===== config.mk =====
export PLATFORM = sky130hd
export DESIGN_NAME = icap_port_reg
export DESIGN_NICKNAME = d
export VERILOG_FILES = /design/src/multiboot_pkg.sv /design/src/icap_port_reg.sv
export SDC_FILE = /design/constraint.sdc
export NUM_CORES = 1
export LEC_CHECK = 0
export BUFFER_PORTS_ARGS = -buffer_cell sky130_fd_sc_hd__buf_4
export CORE_MARGIN = 5
export CORE_UTILIZATION = 31
export DETAILED_ROUTE_END_ITERATION = 8
export GPL_TIMING_DRIVEN = 0
export PLACE_DENSITY_LB_ADDON = 0.15
export SYNTH_ARGS = -nofsm -noshare
export SYNTH_HDL_FRONTEND = slang
export SYNTH_SLANG_ARGS = --single-unit

===== constraint.sdc =====
create_clock -name clk_16M00 -period 0.8 [get_ports clk_16M00]
set_input_delay 0 -clock clk_16M00 [delete_from_list [all_inputs] [get_ports clk_16M00]]
set_output_delay 0 -clock clk_16M00 [all_outputs]
set_load 0.02 [all_outputs]

===== src/multiboot_pkg.sv =====
package multiboot_pkg;

   typedef logic [15:0] word_t;
   typedef logic [4:0]  design_num_t;
   typedef logic [3:0]  sw_t;

   // ------------------------------
   // Configuration words
   // ------------------------------
   localparam word_t cfg_null       = 16'hFFFF;
   localparam word_t cfg_sync_h     = 16'hAA99;
   localparam word_t cfg_sync_l     = 16'h5566;
   localparam word_t cfg_noop       = 16'h2000;
   localparam word_t cfg_rd_gen5    = 16'h2AE1;   // Type 1 read of GENERAL_5
   localparam word_t cfg_wr_gen1    = 16'h3261;
   localparam word_t cfg_wr_gen2    = 16'h3281;
   localparam word_t cfg_wr_gen5    = 16'h32E1;
   localparam word_t cfg_wr_cmd     = 16'h30A1;
   localparam word_t cfg_cmd_desync = 16'h000D;
   localparam word_t cfg_cmd_reboot = 16'h000E;

   localparam logic [3:0] startup_cycles = 4'd15;

   // ------------------------------
   // ICAP port
   // ------------------------------
   typedef struct packed {
      logic  ce_n;      // Active low enable
      logic  write_n;   // Low for write, high for read
      word_t din;
   } icap_req_t;

   typedef struct packed {
      logic  ce_n;
      logic  write_n;
      word_t din;       // Byte-wise bit reversed
   } icap_port_t;

   typedef struct packed {
      logic  busy;
      word_t dout;
   } icap_rsp_t;

   typedef union packed {
      word_t raw;
      struct packed {
         logic [7:0] rsvd;
         sw_t        pwr;
         sw_t        sw;
      } fields;
   } gen5_u;

   typedef enum logic [5:0] {
      init,
      rd_dummy, rd_sync_h, rd_sync_l, rd_noop_1, rd_noop_2, rd_gen5,
      rd_noop_3, rd_noop_4, rd_noop_5, rd_noop_6,
      rd_avoid_abort_1, rd_avoid_abort_2, rd_latch_data,
      rd_avoid_abort_3, rd_avoid_abort_4,
      rd_desync_h, rd_desync_l, rd_noop_7,
      idle,
      dummy_1, dummy_2, sync_h, sync_l,
      gen1_h, gen1_l, gen2_h, gen2_l, gen5_h, gen5_l,
      rbt_h, rbt_l, rbt_noop_0, rbt_noop_1, rbt_noop_2, rbt_noop_3
   } seq_state_t;

   // ICAP samples D0 first, so each byte is mirrored in place
   function automatic word_t byte_reverse(word_t w);
      word_t r;
      for (int i = 0; i < 8; i++)
      begin
         r[i]     = w[7 - i];
         r[8 + i] = w[15 - i];
      end
      return r;
   endfunction

endpackage


===== src/icap_port_reg.sv =====
`timescale 1ns/10ps

module icap_port_reg
  (
   input  logic                     clk_16M00,
   input  logic                     rst_n,
   input  multiboot_pkg::icap_req_t  req,
   output multiboot_pkg::icap_rsp_t  rsp,
   output multiboot_pkg::icap_port_t icap_out,
   input  multiboot_pkg::icap_rsp_t  icap_in
   );

   import multiboot_pkg::*;

   always_ff @(posedge clk_16M00)
   begin
      if (!rst_n)
      begin
         icap_out.ce_n    <= 1'b1;       // Port disabled
         icap_out.write_n <= 1'b1;
         icap_out.din     <= cfg_null;
      end
      else
      begin
         icap_out.ce_n    <= req.ce_n;
         icap_out.write_n <= req.write_n;
         icap_out.din     <= byte_reverse(req.din);
      end
   end

   assign rsp.busy = icap_in.busy;
   assign rsp.dout = byte_reverse(icap_in.dout);   // Back to natural order

   a_port_off_after_reset: assert property (@(posedge clk_16M00)
      !rst_n |=> icap_out.ce_n);

endmodule


* After elaboration in Yosys (flattened, before gate mapping)
Cells that the tools add are included.
** Word-level totals
- Flip-flop bits (word level) :: 18
- Input bits :: 37

* Longest topological paths before layout
Gate-level depths: netlist of run 1.
- Word-level depth :: 0
- Depth in mapped cells :: 2
- Gate-level depth less buffers :: 1

* Least setup slack after synthesis of run 1
Ideal clock, no wire load.
- Kind :: register to output
- From :: reg icap_out[0] (netlist name)
- To :: out icap_out[0] (netlist name)
- Setup slack :: 405 ps
- Buffers on the path :: 0
- Cell stages (with the launch flop) :: 1
- Data arrival time :: 395 ps
- Cell sequence :: dfxtp_1
** RTL lines
- start: declaration :: RTL line icap_port_reg.sv:9 : output multiboot_pkg::icap_port_t icap_out,
No word-level cell between the ends.

* Worst setup path after layout of run 1
- From :: reg icap_out[2] (netlist name)
- To :: out icap_out[2] (netlist name)
No word-level cell between the ends.

==> results of run 1 <==
[power by group through the flow]
stage	Clock [mW]	Sequential (mW)	Combinational (mW)
global placement	0	0.976	0.440
global route	0.475	0.961	0.550
finish	0.408	0.957	0.515
floorplan	0	1.04	0.162
detailed placement	0	0.977	0.445
CTS	0.436	0.956	0.519
[cells by family (layout without fill, tap and decap cells)]
kind of cell | after synthesis | in the layout | share of synthesized area
buffers and inverters | 18 | 94 | 0.2159
and+or+nand+nor | 18 | 18 | 0.1976
DFF | 18 | 18 | 0.5866
[final timing paths]
| kind | to | slack, ns | cells past startpoint |
|---|---|---|---|
| worst max-delay path | icap_out[2] | 0.05 | 1 |
| worst min-delay path | rsp[4] | 0.20 | 2 |
[timing repair]
action	in CTS	in global routing
hold endpoints to repair	18	0
hold buffers	19	0
setup endpoints to repair	0	11
gates resized for setup	0	3
[final cells by class]
class                      count  area [µm²]  share of cell area
clock buffer                   3       22.52             0.01773
tap                           27       33.78             0.02660
sequential                    18       361.6              0.2847
timing repair buffer          73       595.6              0.4690
multi-input combinational     18       121.4             0.09557
buffer                        18       135.1              0.1064
[cells in the mapped netlist, drive strengths merged]
cell     n
buf     18
dfxtp   18
nand2b  11
or2b     7
[metal layers]
| layer | global-route usage | wire [µm] | vias up |
|---|---|---|---|
| met1 | 0.1111 | 545 | 262 |
| li1 | - | - | 298 |
| met2 | 0.2032 | 857 | 44 |
| met5 | 0 | 0 | - |
| met3 | 0.06540 | 282 | 0 |
| met4 | 0.04979 | 0 | 0 |
[metrics by stage]
stage / power [mW] / util
3_5_place_dp: 1.422 / 0.5482
6_report: 1.880 / 0.6608
5_1_grt: 1.987 / 0.6608
2_1_floorplan: 1.201 / -
3_3_place_gp: 1.416 / 0.5482
4_1_cts: 1.911 / 0.6589
==> results.sh, run 1 <==
export IMPL_cp_max_fo=1
export IMPL_cts_tree="built"
export IMPL_num_nets_final=169
export IMPL_via_count=604
export IMPL_place_ws_ns=0.2396
export IMPL_avgSynthCellArea_um2=11.38
export IMPL_slowest_delay_ns=0.32
export IMPL_relSlewSlack=0.9307
export IMPL_largest_reg_flops=18
export IMPL_place_gp_congestion=0.5457
export IMPL_die_area_mm2=0.002972
export IMPL_dr_pass1_iters=2
export IMPL_setup_viol=0
export IMPL_slew_viol_final=0
export IMPL_tightest_slew_ns=0.1039
export IMPL_critPathCaptureType="output port"
export IMPL_rsz0062_at_grt="no"
export IMPL_final_common_cell="buf_4"
export IMPL_path_clk_slew_ns=0.09
export IMPL_yosysSeqAreaShare=0.5866
export IMPL_pwr_share_clk=0.217
export IMPL_fin_area_mm2=0.001270
export IMPL_critPathArrivalTime_ns=0.75
export IMPL_routed_wl_um=1685
export IMPL_final_layout_size_suffix_gt1_frac=0.5846
export IMPL_dieHeight_um=54.52
export IMPL_p_per_area_mw_per_mm2=1481
export IMPL_cts_htree_levels=1
export IMPL_start_util=0.3197
export IMPL_row_count=16
export IMPL_synthCells=54
export IMPL_drt_initial_drc_count=1
export IMPL_wl_per_cell_um=10.73
export IMPL_min_period_over_period=0.9328
export IMPL_crit_chain="buf_4"
export IMPL_drc=0
export IMPL_p_int_mw=1.427
export IMPL_layout_cells_non_filler=157
export IMPL_reg_top3="icap_out x18"
export IMPL_grt_pass1_wl_um=2428
export IMPL_via_per_inst=3.847
export IMPL_cts_sinks=18
export IMPL_yosysWarnings=0
export IMPL_power_frac_comb=0.274
export IMPL_tns_ns=0
export IMPL_critical_path_required_ns=0.80
export IMPL_syn_to_final_growth_pct=106.7
export IMPL_grt_pass1_vias=614
export IMPL_p_switching_mw=0.4534
export IMPL_ys_ff_latch=18
export IMPL_port_buffer_count=54
export IMPL_dp_cells=135
export IMPL_netSwitchingFraction=0.2411
export IMPL_top_register="icap_out"
export IMPL_layout_common_cells="72 x buf_4, 19 x dlygate4sd3_1, 17 x dfxtp_1"
export IMPL_antenna_found_initial=0
export IMPL_timing_critical_path_from="icap_out[2]"
export IMPL_holdCritStartpoint="icap_in[3]"
export IMPL_filler_cell_count=178
export IMPL_yosys_area_top_type_share=0.5866
export IMPL_syn_cell_area_um2=614.3
export IMPL_overflow=0
export IMPL_boundaryPins=72
export IMPL_maxCapViolations=0
export IMPL_setup_ws_ns=0.05377
export IMPL_path_delay_family="flip-flops"
export IMPL_grt_max_degree=11
export IMPL_ir_drop_uv=1021
export IMPL_ys_types=5
export IMPL_status="finished, final reports clean"
export IMPL_diodes=0
export IMPL_cp_slowest_cell="dfxtp_2"
export IMPL_cts_inserted_buffers=3
export IMPL_cts_buffer_depth=2
export IMPL_hold_violations=0
export IMPL_synthesis_nets=91
export IMPL_die_w_um=54.52
export IMPL_root_buffer="clkbuf_4"
export IMPL_final_min_clock_period_ns=0.7462
export IMPL_critPathKind="reg2out"
export IMPL_p_seq_frac=0.509
export IMPL_placed_area_mm2=0.001054
export IMPL_whs_ns=0.1976
export IMPL_cts_setup_buffers=0
export IMPL_critPathBufInv=1
export IMPL_fmax_mhz=1340
export IMPL_hold_class="in2out"
export IMPL_synth_top_area_cell="dfxtp_1"
export IMPL_antenna_left=0
export IMPL_worstSetupStartpointType="flip-flop"
export IMPL_yosys_top_cells_area="dfxtp_1 59%, buf_4 21%, nand2b_1 11%"
export IMPL_cellLeakagePower_nw=0.6332
export IMPL_core_mm2=0.001922
export IMPL_track_usage=0.1164
(Power assumes the default switching activity.)
==> run 2: changes to the inputs <==
--- a/config.mk
+++ b/config.mk
@@ -10,6 +10,7 @@
 export CORE_UTILIZATION = 31
 export DETAILED_ROUTE_END_ITERATION = 8
 export GPL_TIMING_DRIVEN = 0
+export MAX_ROUTING_LAYER = met4
 export PLACE_DENSITY_LB_ADDON = 0.15
 export SYNTH_ARGS = -nofsm -noshare
 export SYNTH_HDL_FRONTEND = slang
==> results.sh, run 2 (same netlist as run 1, synthesis figures left out) <==
export IMPL_status="finished, final reports clean"
export IMPL_die_area_mm2=0.002972
export IMPL_cts_setup_buffers=0
export IMPL_setup_ws_ns=0.03067
export IMPL_cts_htree_levels=1
export IMPL_filler_cell_count=178
export IMPL_diodes=0
export IMPL_cts_buffer_depth=2
export IMPL_via_count=604
export IMPL_start_util=0.3197
export IMPL_cts_tree="built"
export IMPL_critPathKind="in2reg"
export IMPL_core_mm2=0.001922
export IMPL_setup_viol=0
export IMPL_final_min_clock_period_ns=0.7693
export IMPL_die_w_um=54.52
export IMPL_min_period_over_period=0.9617
export IMPL_antenna_left=0
export IMPL_hold_class="in2out"
export IMPL_antenna_found_initial=0
export IMPL_via_per_inst=3.847
export IMPL_place_ws_ns=0.2396
export IMPL_final_layout_size_suffix_gt1_frac=0.5846
export IMPL_netSwitchingFraction=0.2414
export IMPL_dr_pass1_iters=2
export IMPL_reg_top3="icap_out x18"
export IMPL_num_nets_final=169
export IMPL_top_register="icap_out"
export IMPL_port_buffer_count=54
export IMPL_power_frac_comb=0.274
export IMPL_cts_sinks=18
export IMPL_track_usage=0.1214
export IMPL_drt_initial_drc_count=1
export IMPL_dieHeight_um=54.52
export IMPL_grt_max_degree=11
export IMPL_slew_viol_final=0
export IMPL_row_count=16
export IMPL_fmax_mhz=1300
export IMPL_critPathCaptureType="flip-flop"
export IMPL_path_clk_slew_ns=0.09
export IMPL_relSlewSlack=0.9242
export IMPL_hold_violations=0
export IMPL_layout_common_cells="71 x buf_4, 19 x dlygate4sd3_1, 17 x dfxtp_1"
export IMPL_grt_pass1_wl_um=2442
export IMPL_final_common_cell="buf_4"
export IMPL_routed_wl_um=1685
export IMPL_ir_drop_uv=1022
export IMPL_worstSetupStartpointType="input port"
export IMPL_tightest_slew_ns=0.1137
export IMPL_cp_max_fo=10
export IMPL_p_switching_mw=0.4540
export IMPL_maxCapViolations=0
export IMPL_p_int_mw=1.427
export IMPL_place_gp_congestion=0.5475
export IMPL_tns_ns=0
export IMPL_critical_path_required_ns=0.97
export IMPL_drc=0
export IMPL_p_seq_frac=0.509
export IMPL_overflow=0
export IMPL_pwr_share_clk=0.217
export IMPL_largest_reg_flops=18
export IMPL_root_buffer="clkbuf_4"
export IMPL_p_per_area_mw_per_mm2=1481
export IMPL_cts_inserted_buffers=3
export IMPL_cellLeakagePower_nw=0.6330
export IMPL_wl_per_cell_um=10.73
export IMPL_rsz0062_at_grt="no"
export IMPL_fin_total_pwr_mw=1.881
export IMPL_grt_pass1_vias=610
export IMPL_syn_to_final_growth_pct=106.7
export IMPL_boundaryPins=72
export IMPL_critPathArrivalTime_ns=0.94
-- run 2: cell count changes in the layout (fill, tap and decap cells not counted) --
cell      before  now
buf_4         72   71
clkbuf_4       3    4
-- run 2: layer usage --
layer  vias up  wire, µm  global-route usage
met5         -         0                   -
met1       262       606              0.1227
met3         0       223             0.05450
met2        44       856              0.2032
met4         0         0             0.04979
li1        298         -                   -
-- run 2: final timing paths --
| kind | start | end | cells past startpoint |
|---|---|---|---|
| worst max-delay path | rst_n | icap_out[6] | 4 |
| worst min-delay path | icap_in[3] | rsp[4] | 2 |
-- run 2: repair_timing --
action,CTS,global route
endpoints found under the hold margin,18,0
gates resized for setup,0,2
setup endpoints to repair,0,11
hold buffers,19,0
-- run 2: power groups by stage --
stage,Sequential [mW],Combinational [mW],Clock [mW]
final,0.957,0.515,0.409
after global routing,0.961,0.550,0.481
after CTS,0.956,0.519,0.436
after detailed placement,0.977,0.445,0
after global placement,0.976,0.440,0
after floorplan,1.04,0.162,0
-- run 2: area by class of cell --
class / count / area, µm² / share of cell area
buffer: 18 / 135.1 / 0.1064
clock buffer: 3 / 22.52 / 0.01773
multi-input combinational: 18 / 121.4 / 0.09557
sequential: 18 / 361.6 / 0.2847
tap: 27 / 33.78 / 0.02660
timing repair buffer: 73 / 595.6 / 0.4690
-- run 2: per-stage QoR --
step | util | hold WS, ns | cell area [µm²] | cells
after CTS | 0.6589 | 0.1988 | 1266 | 157
after global routing | 0.6608 | 0.2024 | 1270 | 157
after floorplan | - | 0.07304 | 614.3 | 54
after detailed placement | 0.5482 | 0.1832 | 1054 | 135
after global placement | 0.5482 | 0.1788 | 1054 | 135
final | 0.6608 | 0.1976 | 1270 | 157
-- run 2: worst max-delay path, stage by stage --
cell	delay, ns
dlygate4sd3_1	0.53
buf_4	0.14
clkbuf_4	0.20
nand2b_1	0.07
