**src/multiboot_pkg.sv**
```systemverilog
package multiboot_pkg;

   typedef logic [15:0] word_t;
   typedef logic [4:0]  design_num_t;
   typedef logic [3:0]  sw_t;

   // ------------------------------
   // Configuration words
   // ------------------------------
   localparam word_t cfg_null       = 16'hFFFF;
   localparam word_t cfg_sync_h     = 16'hAA99;
   localparam word_t cfg_sync_l     = 16'h5566;
   localparam word_t cfg_noop       = 16'h2000;
   localparam word_t cfg_rd_gen5    = 16'h2AE1;   // Type 1 read of GENERAL_5
   localparam word_t cfg_wr_gen1    = 16'h3261;
   localparam word_t cfg_wr_gen2    = 16'h3281;
   localparam word_t cfg_wr_gen5    = 16'h32E1;
   localparam word_t cfg_wr_cmd     = 16'h30A1;
   localparam word_t cfg_cmd_desync = 16'h000D;
   localparam word_t cfg_cmd_reboot = 16'h000E;

   localparam logic [3:0] startup_cycles = 4'd15;

   // ------------------------------
   // ICAP port
   // ------------------------------
   typedef struct packed {
      logic  ce_n;      // Active low enable
      logic  write_n;   // Low for write, high for read
      word_t din;
   } icap_req_t;

   typedef struct packed {
      logic  ce_n;
      logic  write_n;
      word_t din;       // Byte-wise bit reversed
   } icap_port_t;

   typedef struct packed {
      logic  busy;
      word_t dout;
   } icap_rsp_t;

   typedef union packed {
      word_t raw;
      struct packed {
         logic [7:0] rsvd;
         sw_t        pwr;
         sw_t        sw;
      } fields;
   } gen5_u;

   typedef enum logic [5:0] {
      init,
      rd_dummy, rd_sync_h, rd_sync_l, rd_noop_1, rd_noop_2, rd_gen5,
      rd_noop_3, rd_noop_4, rd_noop_5, rd_noop_6,
      rd_avoid_abort_1, rd_avoid_abort_2, rd_latch_data,
      rd_avoid_abort_3, rd_avoid_abort_4,
      rd_desync_h, rd_desync_l, rd_noop_7,
      idle,
      dummy_1, dummy_2, sync_h, sync_l,
      gen1_h, gen1_l, gen2_h, gen2_l, gen5_h, gen5_l,
      rbt_h, rbt_l, rbt_noop_0, rbt_noop_1, rbt_noop_2, rbt_noop_3
   } seq_state_t;

   // ICAP samples D0 first, so each byte is mirrored in place
   function automatic word_t byte_reverse(word_t w);
      word_t r;
      for (int i = 0; i < 8; i++)
      begin
         r[i]     = w[7 - i];
         r[8 + i] = w[15 - i];
      end
      return r;
   endfunction

endpackage

```
**src/boot_image_map.sv**
```systemverilog
`timescale 1ns/10ps

module boot_image_map
  (
   input  multiboot_pkg::design_num_t design_num,
   output multiboot_pkg::word_t       gen1_word,
   output multiboot_pkg::word_t       gen2_word
   );

   import multiboot_pkg::*;

   // GENERAL_1 holds the low address half, GENERAL_2 the high half
   always_comb
   begin
      case (design_num) inside
         5'd16:
         begin
            gen1_word = 16'h0000;   // Golden image
            gen2_word = 16'h0000;
         end
         5'd1:
         begin
            gen1_word = 16'h8000;
            gen2_word = 16'h030A;
         end
         5'd2:
         begin
            gen1_word = 16'hC000;
            gen2_word = 16'h030F;
         end
         5'd3:
         begin
            gen1_word = 16'h0000;
            gen2_word = 16'h0315;
         end
         5'd4:
         begin
            gen1_word = 16'h4000;
            gen2_word = 16'h031A;
         end
         5'd7:
         begin
            gen1_word = 16'h0000;
            gen2_word = 16'h032A;
         end
         [5'd8:5'd11]:
         begin
            gen1_word = 16'h8000;
            gen2_word = 16'h031F;
         end
         [5'd12:5'd15]:
         begin
            gen1_word = 16'hC000;
            gen2_word = 16'h0324;
         end
         default:
         begin
            gen1_word = 16'h4000;   // Design 0 and unused numbers
            gen2_word = 16'h0305;
         end
      endcase
   end

endmodule

```
**config.mk**
```make
export PLATFORM = sky130hd
export DESIGN_NAME = boot_image_map
export DESIGN_NICKNAME = d
export VERILOG_FILES = /design/src/multiboot_pkg.sv /design/src/boot_image_map.sv
export SDC_FILE = /design/constraint.sdc
export NUM_CORES = 1
export LEC_CHECK = 0
export ABC_AREA = 1
export ABC_CLOCK_PERIOD_IN_PS = 1050
export BUFFER_PORTS_ARGS = -buffer_cell sky130_fd_sc_hd__buf_2
export CAP_MARGIN = 30
export CORE_AREA = 2 2 39 41
export DETAILED_ROUTE_END_ITERATION = 16
export DIE_AREA = 0 0 41 43
export GPL_ROUTABILITY_DRIVEN = 0
export SYNTH_ARGS = -nofsm -noshare
export SYNTH_HDL_FRONTEND = slang
export SYNTH_SLANG_ARGS = --single-unit
```
**constraint.sdc**
```tcl
create_clock -name vclk -period 1.05
set_clock_uncertainty 0.1 [all_clocks]
set_input_delay 0.21 -clock vclk [all_inputs]
set_output_delay 0.21 -clock vclk [all_outputs]
set_load 0.01 [all_outputs]
```
# [After elaboration in Yosys (flattened, before gate mapping)]
# Index checks and enable logic that the tools add are counted.
[word_totals] reg_bits=0 in_bits=5 output_inout_bits=32 word_cells=28
[op_classes] order_cmp=4 eq_ne=6 muxes=16 n_reduce_logical=2
[op_table] op="two-way mux 16 bit" n=8
[op_table] op="two-way mux 6 bit" n=7
[op_table] op="equality test 5 x 2 -> 1 bit, second input constant" n=2
[op_table] op="equality test 5 x 3 -> 1 bit, second input constant" n=2
[op_table] op=">= comparator 5 x 4 -> 1 bit, second input constant" n=2
[op_table] op="less-or-equal comparator 5 x 4 -> 1 bit, second input constant" n=2
[op_table] op="two-way mux 10 bit" n=1
[op_table] op="equality test 5 x 1 -> 1 bit, second input constant" n=1
[op_table] op="equality test 5 bit, second input constant" n=1
[op_table] op="logical AND 1 bit" n=2

# [Logic depth before layout (Yosys ltp)]
# Gate-level depths: netlist (run 1).
[logic_depth] depth_word=10 ltp_mapped=7

# [Worst setup path before layout (run 1)]
# OpenSTA, ideal clock, no wires.
[synth_timing] kind="input to output" from="input design_num[4]" to="output gen2_word[3]" arrival_ns=0.847 required_ns=0.740 slack_ns=-0.107 path_stages=6 path_buffers=1 path_cell_list="inv_2 nand2_1 nor2_1 nor2_1 nand3_1 buf_4"
[synth_via] elab_chain_cells=9
[synth_lines] element="start: declaration" line_no="boot_image_map.sv:5" text="input multiboot_pkg::design_num_t design_num,"
[synth_lines] element=">= comparator 5 x 4 -> 1 bit (no source line) / less-or-equal comparator 5 x 4 -> 1 bit (equally long branches)"
[synth_lines] element="logical AND 1 bit (no source line)"
[synth_lines] element="two-way mux 6 bit (6 in a row)" line_no="boot_image_map.sv:15" text="case (design_num) inside"
[synth_lines] element="two-way mux 10 bit (*)" line_no="boot_image_map.sv:15"
[synth_lines] element="end: declaration" line_no="boot_image_map.sv:7" text="output multiboot_pkg::word_t gen2_word"
# Mark *: on every way between the ends. The rest lies on a longest branch, timed or not.

# [Final worst setup path (run 1)]
[layout_timing] from="input design_num[3]" to="output gen2_word[0]"
[layout_via] elab_chain_cells=10
[layout_lines] element=">= comparator 5 x 4 -> 1 bit (no source line) / less-or-equal comparator 5 x 4 -> 1 bit (equally long branches)"
[layout_lines] element="logical AND 1 bit (no source line)"
[layout_lines] element="two-way mux 6 bit (7 in a row)" line_no="boot_image_map.sv:15"
[layout_lines] element="two-way mux 10 bit (*)" line_no="boot_image_map.sv:15"
# Marks and branches as above.

==> results.txt, run 1 <==
The core box area came out at 0.00138 sq mm. The synthesized design devotes to its leading area cell type 53.9% of total area. The height of the chip is 43 um.

The number of antenna diodes in the final layout is 0. The number of nets with antenna violations after detailed routing is 0. The placed standard-cell area came out at 410 sq um. The maximum ir drop on the vdd rail is 186 uV. Ranked by total cell area, the synthesized netlist is headed by sky130_fd_sc_hd__buf_4, sky130_fd_sc_hd__nor2_1, sky130_fd_sc_hd__nand2_1, sky130_fd_sc_hd__inv_1, sky130_fd_sc_hd__nand3_1. The power density of the placed cells came out at 391 mW/mm^2. The total wirelength of the detailed-routed design is 724 um. The die covers 0.00176 sq mm. Synthesis handed over a netlist of 61 instances. The initialized floorplan defines 14 standard-cell rows.

The number of search-and-repair iterations in the first detailed-routing pass is 2. The final count of hold timing violations is 0. The number of distinct library cell variants in the gate-level netlist after synthesis came out at 10. The max-cap violation count is 0. The number of top-level pins is 37.

The flow ran to the end, but the final reports show violations. The die is 41 um wide. Entering global routing, the biggest net connects 7 pins.

The startpoint identified for the worst hold timing path is design_num[2]. The largest single stage delay on the critical path is 150 ps. The layout filler cell count came out at 149. The half-perimeter wire length after placement came out at 545 um. The net total in the final layout is 87. The mean routed wirelength per cell came out at 7.54 um. The classification of the worst-slack hold path is primary input to output pin.

The final reports fail on negative setup slack. The initial antenna violation count came out at 0. The final worst-path setup slack came out at -185 ps. Setup repair after global routing could not meet its margin everywhere. Once the floorplan was initialized, standard cells occupied 24.1% of the core. The worst hold path stage count is 5.

Static timing analysis puts the maximum clock frequency at 0.810 GHz. The portion of the clock cycle consumed by the worst path in the final layout came out at 118%. STA puts the critical path data required time at 740 ps. The setup path with the least slack is of type primary input to output pin. The final cell area excluding filler cells came out at 562 sq um. The total power came out at 220 uW. Traced cell by cell, the critical path runs through buf_8 -> nor2_4 -> nand3_2 -> nand2_2 -> inv_2 -> nand2_2 -> nor2_1 -> buf_2. The most common cell in the synthesized netlist is sky130_fd_sc_hd__buf_4. Setup violations remaining at the end of the flow were counted as 10.

The share of synthesized area occupied by flip-flops and latches is 0%. The biggest area contributor in the post-synthesis netlist is sky130_fd_sc_hd__buf_4. The setup total negative slack came out at -1320 ps. The number of design rule violations left after detail routing is 0.

The cell leakage power came out at 0.304 nW. The via total after detailed routing is 362. The worst setup path is captured at an output pin. The flip-flop and latch count came out at 0. The number of slew-limit violations in the final report came out at 0. Sorting the synthesized cells by how often they occur yields sky130_fd_sc_hd__buf_4, sky130_fd_sc_hd__nor2_1, sky130_fd_sc_hd__nand2_1. Global routing used 9.09% of the available tracks. The share of layout cells above drive strength 1 is 55.0%. Compared with the post-synthesis result, the final layout area differs by 68.2%. The detailed router finished its first iteration with 3 violations. Each instance of the synthesized netlist takes up on average 5.48 sq um. The clock buffer count came out at 0.

STA classifies the critical path startpoint as a primary input. OpenSTA, run right after detailed placement, puts the worst setup slack at -253 ps. The slowest library cell on the worst path is sky130_fd_sc_hd__nor2_4.

The endpoint arrival time on the critical path came out at 920 ps. The core occupancy in the finished layout is 40.6%. The post-synthesis cell area came out at 334 sq um. The path with the worst hold slack has its endpoint at gen2_word[4]. The global-route wire length before repair came out at 1200 um. The most numerous cell type found on the critical path is sky130_fd_sc_hd__nand2_2. The synthesis warning total came out at 0. The smallest clock period supported by the final layout is computed as 1240 ps. After detailed routing, the number of vias per cell comes to 3.77.

The count of buffers from port buffering is 15. The peak fanout along the critical path came out at 4. The remaining global-route overflow is 0.

The area of all sequential standard cells is 0 sq um. The number of global-route vias before repair came out at 290.
## stage by stage
| step | hold slack, ps | cells |
|---|---|---|
| final | 725 | 96 |
| after floorplan | 405 | 82 |
| after detailed placement | 739 | 94 |
| after global placement | 737 | 94 |
| after global routing | 753 | 96 |
| after CTS | 721 | 96 |
## worst max-delay path: cells and delay by family
kind,cells,cell delay (ps)
AND/OR/NAND/NOR,5,450
buffers and inverters,3,280
## routing by layer
layer | wire length [um] | up-vias | GRT usage, %
li1 | - | 181 | -
met1 | 234 | 157 | 12.0
met2 | 404 | 24 | 16.3
met3 | 86 | 0 | 0.524
met4 | 0 | 0 | 0
met5 | 0 | - | 0
## area by class of cell
| class | count | area, sq um | share of cell area [%] |
|---|---|---|---|
| Tap cell | 16 | 20.0 | 3.56 |
| Inverter | 8 | 37.5 | 6.68 |
| Timing Repair Buffer | 22 | 199 | 35.4 |
| Multi-Input combinational cell | 50 | 305 | 54.3 |
## layout by cell type (no fill, tap or decap)
cell                       n
sky130_fd_sc_hd__buf_12    1
sky130_fd_sc_hd__buf_2     8
sky130_fd_sc_hd__buf_4     5
sky130_fd_sc_hd__buf_6     5
sky130_fd_sc_hd__buf_8     3
sky130_fd_sc_hd__conb_1   22
sky130_fd_sc_hd__inv_1     3
sky130_fd_sc_hd__inv_2     4
sky130_fd_sc_hd__inv_8     1
sky130_fd_sc_hd__nand2_1   4
sky130_fd_sc_hd__nand2_2   3
sky130_fd_sc_hd__nand2_4   2
sky130_fd_sc_hd__nand3_2   3
sky130_fd_sc_hd__nand3_4   1
sky130_fd_sc_hd__nand4_1   2
sky130_fd_sc_hd__nor2_1    4
sky130_fd_sc_hd__nor2_2    1
sky130_fd_sc_hd__nor2_4    7
sky130_fd_sc_hd__o22ai_1   1
## logic make-up (layout without fill, tap and decap cells)
family	Yosys count	after routing	synth area share, %
AO/OA/AOI/OAI	1	1	1.87
buffers and inverters	32	30	62.9
other	1	22	1.12
AND/OR/NAND/NOR	27	27	34.1
## worst max-delay path by stage
stage / cells past startpoint / slack, ps / from / endpoint
2_1_floorplan: 6 / -20 / design_num[1] / gen2_word[3]
3_3_place_gp: 8 / -230 / design_num[1] / gen2_word[0]
3_5_place_dp: 8 / -250 / design_num[1] / gen2_word[0]
4_1_cts: 8 / -180 / design_num[2] / gen2_word[0]
5_1_grt: 8 / -250 / design_num[3] / gen2_word[0]
6_report: 8 / -190 / design_num[3] / gen2_word[0]
## power by group
part	switching (mW)	leakage [nW]	internal, mW
registers	0	0	0
clock network	0	0	0
logic	0.126	0.304	0.0942
## repair_timing
action | 4_1_cts | 5_1_grt
pin swaps | 15 | 5
setup endpoints to repair | 10 | 10
resized for setup | 31 | 8
setup buffers | 2 | 0
hold buffers | 0 | 0
(Power assumes the default switching activity.)
==> run 2: changes to the inputs <==
--- a/config.mk
+++ b/config.mk
@@ -9,10 +9,13 @@
 export ABC_CLOCK_PERIOD_IN_PS = 1050
 export BUFFER_PORTS_ARGS = -buffer_cell sky130_fd_sc_hd__buf_2
 export CAP_MARGIN = 30
-export CORE_AREA = 2 2 39 41
+export CELL_PAD_IN_SITES_DETAIL_PLACEMENT = 1
+export CELL_PAD_IN_SITES_GLOBAL_PLACEMENT = 2
+export CORE_MARGIN = 2
+export CORE_UTILIZATION = 14
 export DETAILED_ROUTE_END_ITERATION = 16
-export DIE_AREA = 0 0 41 43
 export GPL_ROUTABILITY_DRIVEN = 0
+export PLACE_DENSITY_LB_ADDON = 0.1
 export SYNTH_ARGS = -nofsm -noshare
 export SYNTH_HDL_FRONTEND = slang
 export SYNTH_SLANG_ARGS = --single-unit
==> run 2 against run 1 <==
  * The flow still finishes with violations (negative setup slack)
  * Hold slack got worse by 30 ps
  * Maximum frequency rose by 1.5%
  * Wire length is 5.2% higher
  * Cell count is 10% higher
  * Sequential share of layout area unchanged
  * Die area rose by 58%
  * First-iteration DRC count down 100%
  * Sequential cell count unchanged
  * Worst setup slack improved by 18 ps
  * Clock-buffer cell count unchanged
  * Via count down 3.0%
  * Utilization down 15 points
==> results.txt, run 2 (synthesized netlist as in run 1, its figures left out) <==
The via total after detailed routing was 351 (was 362). The half-perimeter wire length after placement came to 704 um (was 545 um). The final cell count without fillers came out at 106 (was 96). The chip width came to 52.9 um (was 41 um). The classification of the worst-slack hold path is primary input to output pin (unchanged).

The endpoint class of the critical path is an output pin (unchanged). The effective utilization at floorplan came to 15.0% (was 24.1%). The count of buffers from port buffering came to 15 (unchanged).

Result of the run: finished with violations (unchanged). The mean routed wirelength per cell is 7.19 um (was 7.54 um). The kind of launch point of the worst setup path is a primary input (unchanged). The number of nets with antenna violations after detailed routing came out at 0 (unchanged). The number of vias per cell after detailed routing came out at 3.31 (was 3.77). The clock buffer count came out at 0 (unchanged).

The max-cap violation count is 0 (unchanged). The number of placed instances with taps included came to 105 (was 94). The power density of the placed cells came out at 374 mW/mm^2 (was 391 mW/mm^2). The worst slack at placement came out at -289 ps (was -253 ps).

The number of setup violations in the final report is 10 (unchanged). Failing checks: negative setup slack (unchanged). The die footprint was 0.00279 sq mm (was 0.00176 sq mm).

The core occupancy in the finished layout is 25.6% (was 40.6%). The peak fanout along the critical path is 4 (unchanged). The maximum ir drop on the vdd rail is 98.1 uV (was 186 uV). The area growth from synthesis to final layout is 71.2% (was 68.2%). The largest net degree at the start of global routing came to 7 (unchanged). The source of the worst hold timing path is design_num[3] (was design_num[2]).

The cell leakage power is 0.299 nW (was 0.304 nW). The final hold slack came out at 696 ps (was 725 ps). Setup repair after global routing missed its margin: true (unchanged). The overall routing resource usage is 5.28% (was 9.09%). The critical path class is primary input to output pin (unchanged). The net total in the final layout is 85 (was 87). The area of all sequential standard cells came out at 0 sq um (unchanged).

The number of slew-limit violations in the final report came out at 0 (unchanged). The number of global-route vias before repair came out at 274 (was 290). The antenna cell count is 0 (unchanged). The worst hold path stage count came to 4 (was 5). The most frequent standard cell in the layout excluding fill and tap cells is sky130_fd_sc_hd__conb_1 (unchanged). The portion of the clock cycle consumed by the worst path in the final layout is 116% (was 118%). The required arrival time at the worst endpoint came out at 740 ps (about the same). The height of the chip was 52.9 um (was 43 um). The flip-flop and latch count is 0 (unchanged). The final count of hold timing violations is 0 (unchanged).

The number of top-level pins came out at 37 (unchanged). The share of layout cells above drive strength 1 was 56.4% (was 55.0%). The iteration-0 DRC count of the detailed router came out at 0 (was 3). The final worst-path setup slack came out at -167 ps (was -185 ps). The remaining global-route overflow came out at 0 (unchanged). The number of design rule violations left after detail routing was 0 (unchanged). The initial antenna violation count is 0 (unchanged). The core box area was 0.00223 sq mm (was 0.00138 sq mm).

The clock period minus final worst setup slack came out at 1220 ps (was 1240 ps). Commonest cells after routing, fill and taps aside: sky130_fd_sc_hd__conb_1, sky130_fd_sc_hd__buf_2, sky130_fd_sc_hd__nor2_4 (was sky130_fd_sc_hd__conb_1, sky130_fd_sc_hd__buf_2, sky130_fd_sc_hd__nor2_4, sky130_fd_sc_hd__buf_6, sky130_fd_sc_hd__buf_4). The total wirelength of the detailed-routed design is 762 um (was 724 um). The global-route wire length before repair came to 1190 um (was 1200 um).

The destination of the worst hold path was gen2_word[5] (was gen2_word[4]). The endpoint arrival time on the critical path is 910 ps (was 920 ps). The achievable frequency is 0.822 GHz (was 0.810 GHz). The number of search-and-repair iterations in the first detailed-routing pass came to 1 (was 2). The count of standard-cell rows is 17 (was 14).
-- run 2: cell types whose count changed in the layout (fill, tap and decap cells not counted), sizes merged --
cell / previous run / this run
clkinv: 0 / 1
inv: 8 / 7
buf: 22 / 20
-- run 2: worst max-delay path by stage --
stage                        startpoint           end  slack [ps]  cells after the start
final                     design_num[3]  gen2_word[0]        -170                      8
after global routing      design_num[3]  gen2_word[0]        -240                      8
after CTS                 design_num[2]  gen2_word[0]        -190                      8
after detailed placement  design_num[1]  gen2_word[0]        -290                      8
after global placement    design_num[1]  gen2_word[0]        -310                      8
after floorplan           design_num[1]  gen2_word[3]         -20                      6
-- run 2: layout make-up --
type                            count  area, sq um
Fill cell                         290         1660
Multi-Input combinational cell     50          309
Timing Repair Buffer               20          185
Inverter                            8         42.5
Tap cell                           28         35.0
-- run 2: where the power goes --
group	switching [mW]	internal (mW)
Combinational	0.124	0.0898
Sequential	0	0
Clock	0	0
-- run 2: stage by stage --
step	cell area, sq um	TNS (ps)	power (mW)
floorplan	462	-16.7	0.162
global placement	418	-2060	0.155
detailed placement	418	-2020	0.154
CTS	526	-1450	0.199
global route	572	-1720	0.235
finish	572	-1230	0.214
-- run 2: worst max-delay path: stages --
cell	delay [ps]
sky130_fd_sc_hd__buf_8	110
sky130_fd_sc_hd__nor2_4	140
sky130_fd_sc_hd__nand3_2	90
sky130_fd_sc_hd__nand2_2	90
sky130_fd_sc_hd__inv_2	40
sky130_fd_sc_hd__nand2_2	60
sky130_fd_sc_hd__nor2_1	40
sky130_fd_sc_hd__buf_2	130
-- run 2: routing by layer --
layer	up-vias	track usage, %	wire [um]
li1	175	-	-
met1	157	7.91	302
met2	19	8.75	391
met3	0	0.282	68
met4	0	0	0
met5	-	0	0
-- run 2: timing repair --
action                                  4_1_cts  5_1_grt
pin swaps                                    13        4
buffers inserted                              1        0
hold buffers                                  0        0
endpoints found under the setup margin       10       10
gates resized for setup                      31       10
==> run 3: changes to the inputs <==
--- a/config.mk
+++ b/config.mk
@@ -5,14 +5,13 @@
 export SDC_FILE = /design/constraint.sdc
 export NUM_CORES = 1
 export LEC_CHECK = 0
-export ABC_AREA = 1
 export ABC_CLOCK_PERIOD_IN_PS = 1050
 export BUFFER_PORTS_ARGS = -buffer_cell sky130_fd_sc_hd__buf_2
 export CAP_MARGIN = 30
 export CELL_PAD_IN_SITES_DETAIL_PLACEMENT = 1
 export CELL_PAD_IN_SITES_GLOBAL_PLACEMENT = 2
 export CORE_MARGIN = 2
-export CORE_UTILIZATION = 14
+export CORE_UTILIZATION = 18
 export DETAILED_ROUTE_END_ITERATION = 16
 export GPL_ROUTABILITY_DRIVEN = 0
 export PLACE_DENSITY_LB_ADDON = 0.1
==> run 3 against run 2 <==
  * The run still ends with negative setup slack left
  * Global-route usage is 1.4 points higher
  * Total power is 16% higher
  * Area after synthesis is 22% higher
  * Maximum frequency is 8.4% lower
==> results.txt, run 3 <==
The count of buffers from port buffering came out at 15 (unchanged). The net total in the final layout is 80 (was 85). Failing checks: negative setup slack (unchanged). The library cell appearing most often on the critical path is sky130_fd_sc_hd__buf_12 (was sky130_fd_sc_hd__nand2_2). The final count of hold timing violations is 0 (unchanged). The via total after detailed routing came out at 361 (was 351).

The number of top-level pins came to 37 (unchanged). The overall routing resource usage is 6.65% (was 5.28%). The layout filler cell count came out at 279 (was 290). The mean routed wirelength per cell is 9.06 um (was 7.19 um). The share of synthesized area occupied by flip-flops and latches is 0% (unchanged). The max-cap violation count came out at 0 (unchanged). The longest individual stage delay on the worst path came out at 220 ps (was 140 ps). The portion of total power attributed to the clock network came out at 0% (about the same). The area growth from synthesis to final layout is 44.0% (was 71.2%).

The relative contribution of combinational cells to total power came out at 100.0% (about the same). The chip width came out at 51.5 um (was 52.9 um). The number of search-and-repair iterations in the first detailed-routing pass is 2 (was 1). The number of global-route vias before repair came out at 324 (was 274).

The core occupancy in the finished layout came out at 27.0% (was 25.6%). Setup repair after global routing missed its margin: true (unchanged). The number of hold-repair buffers added at the cts stage is 0 (unchanged). The share of layout cells above drive strength 1 came out at 53.4% (was 56.4%). The net switching power of the design came to 132 uW (was 124 uW). The portion of synthesized cell area occupied by the leading cell type is 46.2% (was 53.9%). The slowest library cell on the worst path is sky130_fd_sc_hd__mux2i_4 (was sky130_fd_sc_hd__nor2_4).

The initial antenna violation count was 0 (unchanged). The total area of multi-input combinational cells is 350 sq um (was 309 sq um). The synthesis warning total came out at 0 (unchanged). The number of placed instances with taps included is 98 (was 105).

Most frequent cells after synthesis: sky130_fd_sc_hd__buf_4, sky130_fd_sc_hd__nor2_1 (was sky130_fd_sc_hd__buf_4, sky130_fd_sc_hd__nor2_1, sky130_fd_sc_hd__nand2_1). The achievable frequency came out at 0.753 GHz (was 0.822 GHz). The peak fanout along the critical path was 6 (was 4). The maximum ir drop on the vdd rail is 113 uV (was 98.1 uV). The number of design rule violations left after detail routing is 0 (unchanged).

The internal power summed over all cells came out at 118 uW (was 89.8 uW). The largest net degree at the start of global routing is 13 (was 7). The kind of launch point of the worst setup path is a primary input (unchanged). The clock period minus final worst setup slack came out at 1330 ps (was 1220 ps). The count of standard-cell rows is 17 (unchanged).

The height of the chip was 51.5 um (was 52.9 um). The area of all sequential standard cells is 0 sq um (unchanged). The number of distinct library cell variants in the gate-level netlist after synthesis came out at 26 (was 10). The destination of the worst hold path is gen2_word[9] (was gen2_word[5]). The sequential share of power is 0% (about the same).

The endpoint class of the critical path is an output pin (unchanged). The switching portion of total power came out at 52.8% (was 58.0%). The post-synthesis cell type with the largest combined area is sky130_fd_sc_hd__buf_4 (unchanged). The number of vias per cell after detailed routing came out at 3.57 (was 3.31). The number of nets with antenna violations after detailed routing came to 0 (unchanged). The core box area came to 0.00217 sq mm (was 0.00223 sq mm). The global-route wire length before repair came out at 1440 um (was 1190 um).

The antenna cell count is 0 (unchanged). The remaining global-route overflow came to 0 (unchanged). Dominant cells by area after synthesis: sky130_fd_sc_hd__buf_4, sky130_fd_sc_hd__buf_6, sky130_fd_sc_hd__xnor2_1, sky130_fd_sc_hd__o32ai_2, sky130_fd_sc_hd__nor4b_2 (was sky130_fd_sc_hd__buf_4, sky130_fd_sc_hd__nor2_1, sky130_fd_sc_hd__nand2_1, sky130_fd_sc_hd__inv_1, sky130_fd_sc_hd__nand3_1). The effective utilization at floorplan was 18.7% (was 15.0%). The most instantiated library cell after synthesis is sky130_fd_sc_hd__buf_4 (unchanged). Critical path, cell by cell: buf_12 -> buf_12 -> xnor2_4 -> nand2_2 -> mux2i_4 -> buf_2 (was buf_8 -> nor2_4 -> nand3_2 -> nand2_2 -> inv_2 -> nand2_2 -> nor2_1 -> buf_2). The post-synthesis cell area is 407 sq um (was 334 sq um). The total wirelength of the detailed-routed design is 915 um (was 762 um).

The number of slew-limit violations in the final report came to 0 (unchanged). The die footprint is 0.00266 sq mm (was 0.00279 sq mm). Result of the run: finished with violations (unchanged). The flip-flop and latch count is 0 (unchanged). The power density of the placed cells is 426 mW/mm^2 (was 374 mW/mm^2). Commonest cells after routing, fill and taps aside: sky130_fd_sc_hd__conb_1, sky130_fd_sc_hd__buf_2, sky130_fd_sc_hd__buf_4, sky130_fd_sc_hd__o21ai_1, sky130_fd_sc_hd__buf_6 (was sky130_fd_sc_hd__conb_1, sky130_fd_sc_hd__buf_2, sky130_fd_sc_hd__nor2_4). The final cell count without fillers came out at 101 (was 106). The per-instance average area after synthesis is 7.26 sq um (was 5.48 sq um). The half-perimeter wire length after placement was 705 um (was 704 um). The classification of the worst-slack hold path was primary input to output pin (unchanged).

The source of the worst hold timing path is design_num[3] (unchanged). The clock buffer count came out at 0 (unchanged). The portion of the clock cycle consumed by the worst path in the final layout came to 127% (was 116%). The final worst-path setup slack was -279 ps (was -167 ps). The endpoint arrival time on the critical path is 1020 ps (was 910 ps). The required arrival time at the worst endpoint came to 740 ps (about the same). The number of setup violations in the final report was 10 (unchanged). The cell leakage power was 0.272 nW (was 0.299 nW). The gate count after technology mapping was 56 (was 61). The iteration-0 DRC count of the detailed router is 1 (was 0). The worst hold path stage count was 4 (unchanged). The most frequent standard cell in the layout excluding fill and tap cells is sky130_fd_sc_hd__conb_1 (unchanged).

The critical path class is primary input to output pin (unchanged).
==> run 3: layout make-up <==
cell class	instances	area share (%)
tap	28	5.98
inverter	1	0.641
multi-input combinational	48	59.8
timing repair buffer	24	33.5
==> run 3: per-layer routing <==
metal | vias to the layer above | routed length [um] | global-route usage [%] | share of wire [%]
met4 | 0 | 0 | 0 | 0
met5 | - | 0 | 0 | 0
met2 | 19 | 477 | 12.0 | 52
li1 | 174 | - | - | -
met1 | 168 | 380 | 9.51 | 42
met3 | 0 | 57 | 0 | 6.2
==> run 3: timing repair <==
action                                  4_1_cts  5_1_grt
pin swaps                                     6        4
setup buffers                                 3        0
gates resized for setup                      21        1
endpoints found under the setup margin       10       10
==> run 3: critical path: cells and delay by family <==
kind                   cells  cell delay [ps]
buffers and inverters      3              380
multiplexers               1              220
XOR/XNOR                   1              110
AND/OR/NAND/NOR            1              100
==> run 3: cell families after synthesis <==
family	count (synthesis)	share of synthesized area (%)
and+or+nand+nor	12	18.2
other	1	0.922
muxes	1	2.46
buffers and inverters	29	53.8
xor gates and xnor gates	2	4.31
AOI/OAI and AO/OA	11	20.3
==> run 3: power by group through the flow <==
stage	sequential (mW)	combinational, mW	clock [mW]
2_1_floorplan	0	0.214	0
3_3_place_gp	0	0.194	0
3_5_place_dp	0	0.193	0
4_1_cts	0	0.248	0
5_1_grt	0	0.271	0
6_report	0	0.249	0
==> run 3: worst max path at each step <==
stage	startpoint	to	slack [ps]	depth (start not counted)
final	design_num[0]	gen2_word[1]	-280	6
after global routing	design_num[0]	gen2_word[2]	-320	6
after CTS	design_num[0]	gen2_word[2]	-310	6
after detailed placement	design_num[0]	gen2_word[2]	-360	6
after global placement	design_num[0]	gen2_word[2]	-330	6
after floorplan	design_num[0]	gen2_word[3]	-190	5
==> run 3: metrics by stage <==
stage          setup slack, ps  hold WS, ps  TNS, ps  instance area (sq um)  total power [mW]
2_1_floorplan             -193          448     -776                    529             0.214
3_3_place_gp              -334          765    -2380                    458             0.194
3_5_place_dp              -356          757    -2450                    458             0.193
4_1_cts                   -312          693    -2230                    579             0.248
5_1_grt                   -318          719    -2660                    586             0.271
6_report                  -279          682    -2060                    586             0.249
